[src/hw/sdi_pkg.sv]
package sdi_pkg;

	// Command opcodes, upper nibble of the command byte
	localparam logic [3:0] sdi_op_ping = 4'h1;
	localparam logic [3:0] sdi_op_write = 4'h2;
	localparam logic [3:0] sdi_op_read = 4'h3;

	// Value answered to a ping
	localparam logic [31:0] sdi_ping_id = 32'h5d1c_0a17;

	// Leading byte of every UART response
	localparam logic [7:0] sdi_stat_ok = 8'ha5;
	localparam logic [7:0] sdi_stat_err = 8'he1;

	// Clocks per UART bit
	// kept small for short simulation runs
	localparam logic [15:0] sdi_baud_div = 16'd8;

	// Command byte plus four data bytes
	// response is status plus four data bytes
	localparam int sdi_frame_bytes = 5;

	// Debug register file
	localparam int sdi_reg_count = 8;
	// Index taken from the low command bits
	localparam int sdi_reg_idx_bits = $clog2(sdi_reg_count);

endpackage

[src/hw/sdi_uart.sv]
`timescale 1ns/10ps
`default_nettype none

module sdi_uart import sdi_pkg::*; (
	input wire clock,
	input wire arst_n,
	// Serial lines
	input wire rxd,
	output logic txd,
	// Transmit side
	input wire tx_start,
	input wire [7:0] tx_byte,
	output logic tx_busy,
	// Receive side
	output logic rx_valid,
	output logic [7:0] rx_byte
);

	// Receiver state
	logic [1:0] rxd_sync;
	logic rx_active;
	logic [15:0] rx_cnt;
	logic [3:0] rx_bit;
	// Transmitter state
	logic [9:0] tx_shift;
	logic [15:0] tx_cnt;
	logic [3:0] tx_bit;

	// Two-flop synchronizer, then bit timing
	always_ff @(posedge clock or negedge arst_n) begin
		if (!arst_n) begin
			rxd_sync <= 2'b11;
			rx_active <= 1'b0;
			rx_cnt <= 16'd0;
			rx_bit <= 4'd0;
			rx_valid <= 1'b0;
		end else begin
			rxd_sync <= {rxd_sync[0], rxd};
			rx_valid <= 1'b0;
			if (!rx_active) begin
				// Start edge, wait half a bit to reach its middle
				if (!rxd_sync[1]) begin
					rx_active <= 1'b1;
					rx_cnt <= (sdi_baud_div >> 1) - 16'd1;
					rx_bit <= 4'd0;
				end
			end else if (rx_cnt != 16'd0) begin
				rx_cnt <= rx_cnt - 16'd1;
			end else begin
				rx_cnt <= sdi_baud_div - 16'd1;
				rx_bit <= rx_bit + 4'd1;
				if (rx_bit == 4'd0 && rxd_sync[1]) begin
					// Glitch, not a real start bit
					rx_active <= 1'b0;
				end else if (rx_bit == 4'd9) begin
					// Middle of stop bit
					rx_active <= 1'b0;
					rx_valid <= rxd_sync[1];
				end
			end
		end
	end

	// Data bits arrive LSB first
	always_ff @(posedge clock) begin
		if (rx_active && rx_cnt == 16'd0 && rx_bit >= 4'd1 && rx_bit <= 4'd8) begin
			rx_byte <= {rxd_sync[1], rx_byte[7:1]};
		end
	end

	// Stop, data and start bits in one shift word
	always_ff @(posedge clock or negedge arst_n) begin
		if (!arst_n) begin
			tx_shift <= '1;
			tx_cnt <= 16'd0;
			tx_bit <= 4'd0;
			tx_busy <= 1'b0;
		end else if (!tx_busy) begin
			if (tx_start) begin
				tx_shift <= {1'b1, tx_byte, 1'b0};
				tx_cnt <= sdi_baud_div - 16'd1;
				tx_bit <= 4'd0;
				tx_busy <= 1'b1;
			end
		end else if (tx_cnt != 16'd0) begin
			tx_cnt <= tx_cnt - 16'd1;
		end else begin
			// Idle ones fill from the top
			tx_shift <= {1'b1, tx_shift[9:1]};
			tx_cnt <= sdi_baud_div - 16'd1;
			tx_bit <= tx_bit + 4'd1;
			if (tx_bit == 4'd9) begin
				tx_busy <= 1'b0;
			end
		end
	end

	assign txd = tx_shift[0];

endmodule

`default_nettype wire

[src/hw/sdi_uart_frame.sv]
`timescale 1ns/10ps
`default_nettype none

module sdi_uart_frame import sdi_pkg::*; (
	input wire clock,
	input wire arst_n,
	// Byte UART
	input wire rx_valid,
	input wire [7:0] rx_byte,
	input wire tx_busy,
	output logic tx_start,
	output logic [7:0] tx_byte,
	// Toward the arbiter
	output logic req,
	output logic [7:0] cmd,
	output logic [31:0] data,
	input wire busy,
	input wire valid,
	input wire error,
	input wire [31:0] rdata,
	output logic host_busy
);

	logic [2:0] rx_count;
	logic [2:0] send_left;
	logic [39:0] resp_shift;
	logic tx_busy_q;

	// Frame byte counter
	always_ff @(posedge clock or negedge arst_n) begin
		if (!arst_n) begin
			rx_count <= 3'd0;
			req <= 1'b0;
		end else begin
			req <= 1'b0;
			if (rx_valid && busy) begin
				// Engine still working, drop the byte and resync
				rx_count <= 3'd0;
			end else if (rx_valid) begin
				if (rx_count == 3'(sdi_frame_bytes - 1)) begin
					rx_count <= 3'd0;
					req <= 1'b1;
				end else begin
					rx_count <= rx_count + 3'd1;
				end
			end
		end
	end

	// Command first, then data MSB first
	always_ff @(posedge clock) begin
		if (rx_valid && !busy) begin
			if (rx_count == 3'd0) begin
				cmd <= rx_byte;
			end else begin
				data <= {data[23:0], rx_byte};
			end
		end
	end

	// Response byte sequencing
	always_ff @(posedge clock or negedge arst_n) begin
		if (!arst_n) begin
			send_left <= 3'd0;
			tx_start <= 1'b0;
			tx_busy_q <= 1'b0;
		end else begin
			tx_busy_q <= tx_busy;
			if (valid) begin
				send_left <= 3'(sdi_frame_bytes);
				tx_start <= 1'b1;
			end else if (tx_start) begin
				tx_start <= 1'b0;
				send_left <= send_left - 3'd1;
			end else if (tx_busy_q && !tx_busy && send_left != 3'd0) begin
				// Previous byte done
				tx_start <= 1'b1;
			end
		end
	end

	// Status byte leads the data
	always_ff @(posedge clock) begin
		if (valid) begin
			resp_shift <= {(error ? sdi_stat_err : sdi_stat_ok), rdata};
		end else if (tx_start) begin
			resp_shift <= {resp_shift[31:0], 8'h00};
		end
	end

	assign tx_byte = resp_shift[39:32];
	// Hold the engine off until the last byte has left
	assign host_busy = (send_left != 3'd0) || tx_busy;

endmodule

`default_nettype wire

[src/hw/sdi_interface_control.sv]
`timescale 1ns/10ps
`default_nettype none

module sdi_interface_control (
	// 0 is UART, 1 is parallel
	input wire if_select,
	// Parallel port
	input wire para_req,
	input wire [7:0] para_cmd,
	input wire [31:0] para_data,
	input wire para_host_busy,
	output logic para_busy,
	output logic para_valid,
	output logic para_error,
	output logic [31:0] para_rdata,
	// UART framer
	input wire uart_req,
	input wire [7:0] uart_cmd,
	input wire [31:0] uart_data,
	input wire uart_host_busy,
	output logic uart_busy,
	output logic uart_valid,
	output logic uart_error,
	output logic [31:0] uart_rdata,
	// Common command port
	output logic com_req,
	output logic [7:0] com_cmd,
	output logic [31:0] com_data,
	output logic com_host_busy,
	input wire com_busy,
	input wire com_valid,
	input wire com_error,
	input wire [31:0] com_rdata
);

	// Request side, unselected request is lost
	always_comb begin
		if (if_select) begin
			com_req = para_req;
			com_cmd = para_cmd;
			com_data = para_data;
			com_host_busy = para_host_busy;
		end else begin
			com_req = uart_req;
			com_cmd = uart_cmd;
			com_data = uart_data;
			com_host_busy = uart_host_busy;
		end
	end

	// Response only to the selected path
	always_comb begin
		para_busy = if_select & com_busy;
		para_valid = if_select & com_valid;
		para_error = if_select & com_error;
		para_rdata = if_select ? com_rdata : 32'h0;
		uart_busy = !if_select & com_busy;
		uart_valid = !if_select & com_valid;
		uart_error = !if_select & com_error;
		uart_rdata = if_select ? 32'h0 : com_rdata;
	end

endmodule

`default_nettype wire

[src/hw/sdi_debug_core.sv]
`timescale 1ns/10ps
`default_nettype none

module sdi_debug_core import sdi_pkg::*; (
	input wire clock,
	input wire arst_n,
	// Command in
	input wire req,
	input wire [7:0] cmd,
	input wire [31:0] data,
	input wire host_busy,
	// Response out
	output logic busy,
	output logic valid,
	output logic error,
	output logic [31:0] rdata
);

	logic [31:0] regs [sdi_reg_count];
	// Stage 1, accepted command
	logic s1_valid;
	logic [7:0] s1_cmd;
	logic [31:0] s1_data;
	// Stage 2, response register
	logic resp_pend;
	logic resp_error;
	// Execute results
	logic ex_error;
	logic [31:0] ex_data;
	logic [sdi_reg_idx_bits-1:0] s1_idx;

	assign s1_idx = s1_cmd[sdi_reg_idx_bits-1:0];

	// Opcode decode
	always_comb begin
		ex_error = 1'b0;
		ex_data = 32'h0;
		case (s1_cmd[7:4])
			sdi_op_ping: ex_data = sdi_ping_id;
			sdi_op_write: ex_data = s1_data;
			sdi_op_read: ex_data = regs[s1_idx];
			default: ex_error = 1'b1;
		endcase
	end

	always_ff @(posedge clock or negedge arst_n) begin
		if (!arst_n) begin
			s1_valid <= 1'b0;
			resp_pend <= 1'b0;
			regs <= '{default: 32'h0};
		end else begin
			s1_valid <= req & !busy;
			if (s1_valid) begin
				resp_pend <= 1'b1;
				if (s1_cmd[7:4] == sdi_op_write) begin
					regs[s1_idx] <= s1_data;
				end
			end else if (valid) begin
				resp_pend <= 1'b0;
			end
		end
	end

	// Command and answer payload
	always_ff @(posedge clock) begin
		if (req && !busy) begin
			s1_cmd <= cmd;
			s1_data <= data;
		end
		if (s1_valid) begin
			resp_error <= ex_error;
			rdata <= ex_data;
		end
	end

	// Answer waits while the host stalls
	assign valid = resp_pend & !host_busy;
	assign error = valid & resp_error;
	assign busy = s1_valid | resp_pend;

endmodule

`default_nettype wire

[src/hw/sdi_top.sv]
`timescale 1ns/10ps
`default_nettype none

module sdi_top (
	input wire clock,
	input wire arst_n,
	input wire if_select,
	// UART lines
	input wire rxd,
	output logic txd,
	// Parallel port
	input wire para_req,
	input wire [7:0] para_cmd,
	input wire [31:0] para_data,
	input wire para_host_busy,
	output logic para_busy,
	output logic para_valid,
	output logic para_error,
	output logic [31:0] para_rdata
);

	// UART to framer
	logic rx_valid;
	logic [7:0] rx_byte;
	logic tx_start;
	logic [7:0] tx_byte;
	logic tx_busy;
	// Framer to arbiter
	logic uart_req;
	logic [7:0] uart_cmd;
	logic [31:0] uart_data;
	logic uart_host_busy;
	logic uart_busy;
	logic uart_valid;
	logic uart_error;
	logic [31:0] uart_rdata;
	// Arbiter to engine
	logic com_req;
	logic [7:0] com_cmd;
	logic [31:0] com_data;
	logic com_host_busy;
	logic com_busy;
	logic com_valid;
	logic com_error;
	logic [31:0] com_rdata;

	sdi_uart uart0 (
		.clock(clock), .arst_n(arst_n), .rxd(rxd), .txd(txd),
		.tx_start(tx_start), .tx_byte(tx_byte), .tx_busy(tx_busy),
		.rx_valid(rx_valid), .rx_byte(rx_byte)
	);

	sdi_uart_frame frame0 (
		.clock(clock), .arst_n(arst_n), .rx_valid(rx_valid), .rx_byte(rx_byte),
		.tx_busy(tx_busy), .tx_start(tx_start), .tx_byte(tx_byte),
		.req(uart_req), .cmd(uart_cmd), .data(uart_data), .busy(uart_busy),
		.valid(uart_valid), .error(uart_error), .rdata(uart_rdata),
		.host_busy(uart_host_busy)
	);

	sdi_interface_control ctrl0 (
		.if_select(if_select),
		.para_req(para_req), .para_cmd(para_cmd), .para_data(para_data),
		.para_host_busy(para_host_busy), .para_busy(para_busy),
		.para_valid(para_valid), .para_error(para_error), .para_rdata(para_rdata),
		.uart_req(uart_req), .uart_cmd(uart_cmd), .uart_data(uart_data),
		.uart_host_busy(uart_host_busy), .uart_busy(uart_busy),
		.uart_valid(uart_valid), .uart_error(uart_error), .uart_rdata(uart_rdata),
		.com_req(com_req), .com_cmd(com_cmd), .com_data(com_data),
		.com_host_busy(com_host_busy), .com_busy(com_busy),
		.com_valid(com_valid), .com_error(com_error), .com_rdata(com_rdata)
	);

	sdi_debug_core core0 (
		.clock(clock), .arst_n(arst_n),
		.req(com_req), .cmd(com_cmd), .data(com_data), .host_busy(com_host_busy),
		.busy(com_busy), .valid(com_valid), .error(com_error), .rdata(com_rdata)
	);

endmodule

`default_nettype wire

[config.mk]
export PLATFORM = sky130hd
export DESIGN_NAME = sdi_top
export DESIGN_NICKNAME = d
export VERILOG_FILES = /design/src/hw/sdi_pkg.sv /design/src/hw/sdi_uart.sv /design/src/hw/sdi_uart_frame.sv /design/src/hw/sdi_interface_control.sv /design/src/hw/sdi_debug_core.sv /design/src/hw/sdi_top.sv
export SDC_FILE = /design/constraint.sdc
export NUM_CORES = 1
export LEC_CHECK = 0
export ABC_AREA = 1
export BUFFER_PORTS_ARGS = -buffer_cell sky130_fd_sc_hd__buf_4
export CAP_MARGIN = 20
export CELL_PAD_IN_SITES_DETAIL_PLACEMENT = 0
export CELL_PAD_IN_SITES_GLOBAL_PLACEMENT = 1
export CORE_AREA = 2 2 227 229
export CTS_CLUSTER_SIZE = 14
export DETAILED_ROUTE_END_ITERATION = 7
export DIE_AREA = 0 0 229 231
export HOLD_SLACK_MARGIN = 0.05
export MAX_ROUTING_LAYER = met4
export PLACE_DENSITY_LB_ADDON = 0.1
export SYNTH_ARGS = -nofsm -noshare
export SYNTH_HDL_FRONTEND = slang
export SYNTH_SLANG_ARGS = --single-unit
export TNS_END_PERCENT = 50
[constraint.sdc]
create_clock -name clock -period 4.1 [get_ports clock]
set_clock_uncertainty 0.05 [all_clocks]
set_input_delay 0.615 -clock clock [delete_from_list [all_inputs] [get_ports clock]]
set_output_delay 0.615 -clock clock [all_outputs]
set_load 0.1 [all_outputs]
==> flow_results.org <==
** Finish
- Layout-stage area growth over the synthesis result :: 14.40%
- Post-route cell area :: 0.02516 mm2
- Leaving out fill and tap cells, the most frequent cell in the layout is sky130_fd_sc_hd__nand2_1.
- The number of antenna diodes in the final layout is 0.
- Excluding fillers, the count of instances in the completed layout stands at 3411.
- Most used cells in the layout excluding fill and tap cells :: sky130_fd_sc_hd__nand2_1, sky130_fd_sc_hd__dfrtp_1, sky130_fd_sc_hd__inv_1, sky130_fd_sc_hd__o21ai_0, sky130_fd_sc_hd__edfxtp_1
- Once layout is complete, the utilization of the core stands at 0.4965.
- For this run, the post-layout net count is 2743.
- Of the cells placed in the final design, the portion with a size suffix greater than 1 is 0.09337.
- Across the whole layout, storage elements account for 0.01282 mm2.
- Number of fill cells in the layout :: 4938
- Footprint of the multi-input gates :: 0.007691 mm2

** Placement
- Routability-driven placement finished with a final weighted congestion of 0.8040.
- HPWL after detailed placement :: about 37000 um
- In this run the cell area measured after placement is 0.02336 mm2.
- In this run the tool buffered the top-level ports with 80 buffer cells.
- Total placed cells including tap cells :: approximately 3300
- Place WS :: 1.237 ns

** STA
- Number of hold violations in the final report :: 3
- Setup repair after global routing missed its margin :: false
- Final critical-path share of the clock period :: 0.8160
- Setup violations remaining at the end of the flow were counted as 0.
- Worst slew margin :: 0.3493
- Max Clk Rate :: 298.9 MHz
- For the pin with the worst max-slew slack, the measured transition is 0.9726 ns.
- Sum of negative setup slack :: 0 ns
- Across all setup checks in the final design, the least slack found is between 0.7 and 0.8 ns.
- Min cycle time layout :: roughly 3.3 ns
- The tightest hold path in the finished design has a slack of -0.01429 ns.
- Fin. max-slew vios :: 0

** Clocking
- Clock latency on the worst-skew pair :: about 0.60 ns
- After clock tree synthesis, the flow added hold-fix buffers numbering 1.
- The clock drives 480 sinks.
- TritonCTS built the clock tree.
- Setup repair bufs after CTS :: 0
- The cell sitting at the root of the clock tree is a sky130_fd_sc_hd__clkbuf_16.
- The H-tree was split into 2 levels.
- The clock passes through at most 3 buffers.
- CTS Buf Count :: 53
- CTS clk-pin slew, worst paths :: 0.06 ns
- PostCTS Resize Cnt :: 0

** Synth
- Synthesis inferred 480 register bits.
- Yosys printed 0 warnings.
- Area share of the largest cell type after synthesis :: 0.3527
- Yosys mapped the design onto 29 distinct sky130hd cell types.
- Synthesis produced a netlist with a net count of 2700.
- A synthesized cell averages ~8.3 um2.
- Area of the mapped netlist :: roughly 0.022 mm2
- Largest area contributor in the synthesized netlist :: sky130_fd_sc_hd__dfrtp_1
- For this run, the register share of the synthesized area comes to 0.5828.
- Synth top area cells :: sky130_fd_sc_hd__dfrtp_1, sky130_fd_sc_hd__edfxtp_1, sky130_fd_sc_hd__nand2_1
- Post-Synthesis Cells :: 2643

** Critical path
- STA classifies the critical path endpoint as an output pin.
- Most numerous cell on the critical path :: sky130_fd_sc_hd__nand3_1
- Top fanout value on the critical path :: 15
- The setup path with the least slack is of type reg -> out.
- Data on the critical path is required at its endpoint by 3.43 ns.
- STA classifies the critical path startpoint as a flip-flop.
- Master of the slowest instance on the critical path :: sky130_fd_sc_hd__dfrtp_1
- The signal on the critical path passes through inv_1, nand3_1, o21ai_1, nand3_1, nor2_1, buf_4.
- On the worst path, the slowest cell contributes a delay of 0.55 ns.
- For the worst setup path, the data arrival time is 2.68 ns.

** Routing
- The routed design has 58030 um of wire.
- Number of vias after detailed routing :: 16840
- Drt pass-1 iters :: 5
- Dividing the detail-routed wire length by the instance count gives ~17 um.
- ANT nets after route :: 0
- Count of unresolved DRC violations after routing :: 0
- After detailed routing, the number of vias per cell comes to just under 5.
- Number of DRC violations after detailed-routing iteration 0 :: 1381

** Power and ir drop
- Power spread over the standard cell area amounts to 488.3 mW/mm2.
- Summed over all cells, the static leakage comes to ~13 nW.
- Max IR drop VDD :: 0.3763 mV
- Power consumption :: between 10 and 15 mW

** Floorplanning
- Rows :: 83
- Y dimension of the die :: 231 um
- Effective utilization at floorplan :: 0.4341
- In this run the standard cell core region covers just over 0.05 mm2.
- During I/O placement, the number of pins put on the boundary was 82.
- The die covers ~0.053 mm2.
- Die span in x :: 229 um

** Flow run
- Across the run, the number of max-cap violations was 0.

** Global routing
- Largest net degree at the start of global routing :: 122
- Overall global routing resource usage :: 0.2291
- Remaining Overflow, GRT :: 0
- The initial antenna violation count was 0.
- The via count of the first global-routing pass was about 16000.
- The first global-routing pass estimated 91910 um of wire.

** Outcome
- The final reports fail on negative hold slack.
- Status :: finished with violations

** Min path
- The worst hold path belongs to the class in -> async.
-- registers in the layout (all words and copies together) (netlist names), 2 cells and up --
name,count
core0.rdata,32
core0.regs,256
core0.s1_cmd,7
core0.s1_data,32
frame0.cmd,7
frame0.data,32
frame0.resp_shift,40
frame0.rx_count,3
frame0.send_left,3
uart0.rx_bit,4
uart0.rx_byte,8
uart0.rx_cnt,16
uart0.rxd_sync,2
uart0.tx_bit,4
uart0.tx_cnt,16
uart0.tx_shift,9
-- where the power goes --
group          switching (mW)  internal (mW)  total [mW]  leakage (nW)
Clock                    1.94           2.95        4.89         0.868
Combinational            1.12          0.499        1.62          6.08
Sequential              0.365           5.41        5.77          5.79
-- cells by family after synthesis --
logic type	share of synthesized area
flops	0.5828
simple gates	0.2557
fa+ha+maj	0.006257
xor+xnor	0.006769
buf+inv	0.07093
compound gates	0.07753
-- area by class of cell --
cell class,count,share of cell area
Multi-Input combinational cell,1760,0.3056
Inverter,267,0.03983
Clock buffer,78,0.06051
Clock inverter,22,0.01069
Sequential cell,480,0.5095
Tap cell,680,0.03381
Timing Repair Buffer,124,0.04003
-- critical path, delay by kind of cell (launching register included) --
| kind | cells | cell delay (ns) |
|---|---|---|
| AND/OR/NAND/NOR | 3 | 0.58 |
| flip-flops | 1 | 0.55 |
| buffers and inverters | 2 | 0.74 |
| AO/OA/AOI/OAI | 1 | 0.21 |
-- per-layer routing --
metal	vias to the layer above	part of all wire	wire, um	track usage
met5	-	0	0	-
met4	0	0.016	953	0.05662
met3	63	0.043	2509	0.02656
met2	369	0.45	26260	0.3491
met1	8014	0.49	28310	0.3280
li1	8389	-	-	-
-- synthesized netlist by cell type --
library cell	number
sky130_fd_sc_hd__o22ai_1	1
sky130_fd_sc_hd__nor3_4	1
sky130_fd_sc_hd__xnor2_1	10
sky130_fd_sc_hd__or2_2	16
sky130_fd_sc_hd__nand3b_1	1
sky130_fd_sc_hd__and3b_1	1
sky130_fd_sc_hd__o211ai_1	83
sky130_fd_sc_hd__o21ai_0	173
sky130_fd_sc_hd__nor3_2	5
sky130_fd_sc_hd__nand2_2	1
sky130_fd_sc_hd__nand4_1	8
sky130_fd_sc_hd__nor2_2	3
sky130_fd_sc_hd__buf_1	7
sky130_fd_sc_hd__ha_1	11
sky130_fd_sc_hd__dfstp_2	11
sky130_fd_sc_hd__nand3_1	82
sky130_fd_sc_hd__nand3_2	3
sky130_fd_sc_hd__xor2_1	7
sky130_fd_sc_hd__clkbuf_1	91
sky130_fd_sc_hd__nor2_1	141
sky130_fd_sc_hd__edfxtp_1	159
sky130_fd_sc_hd__inv_2	5
sky130_fd_sc_hd__o21ai_1	36
sky130_fd_sc_hd__nand2_1	1170
sky130_fd_sc_hd__inv_1	262
sky130_fd_sc_hd__nor3_1	1
sky130_fd_sc_hd__a21oi_1	6
sky130_fd_sc_hd__dfrtp_1	310
sky130_fd_sc_hd__buf_2	38
-- path summary, 6_finish.rpt --
path / from / to / slack, ns / depth (start not counted)
min in group clock: para_data[8] / core0.s1_data[8]$_DFFE_PP_ / 0.23 / 3
hold reg to reg: uart0.rxd_sync[0]$_DFF_PN1_ / uart0.rxd_sync[1]$_DFF_PN1_ / 0.31 / 0
setup / recovery: uart0.tx_busy$_DFF_PN0_ / para_error / 0.75 / 6
setup reg to reg: uart0.rx_cnt[0]$_DFFE_PN0P_ / uart0.rx_byte[7]$_DFFE_PP_ / 1.44 / 8
max in group asynchronous: arst_n / core0.regs[67]$_DFFE_PN0P_ / 2.92 / 2
hold / removal: arst_n / uart0.tx_cnt[11]$_DFFE_PN0P_ / -0.01 / 1
(Power assumes the default switching activity.)
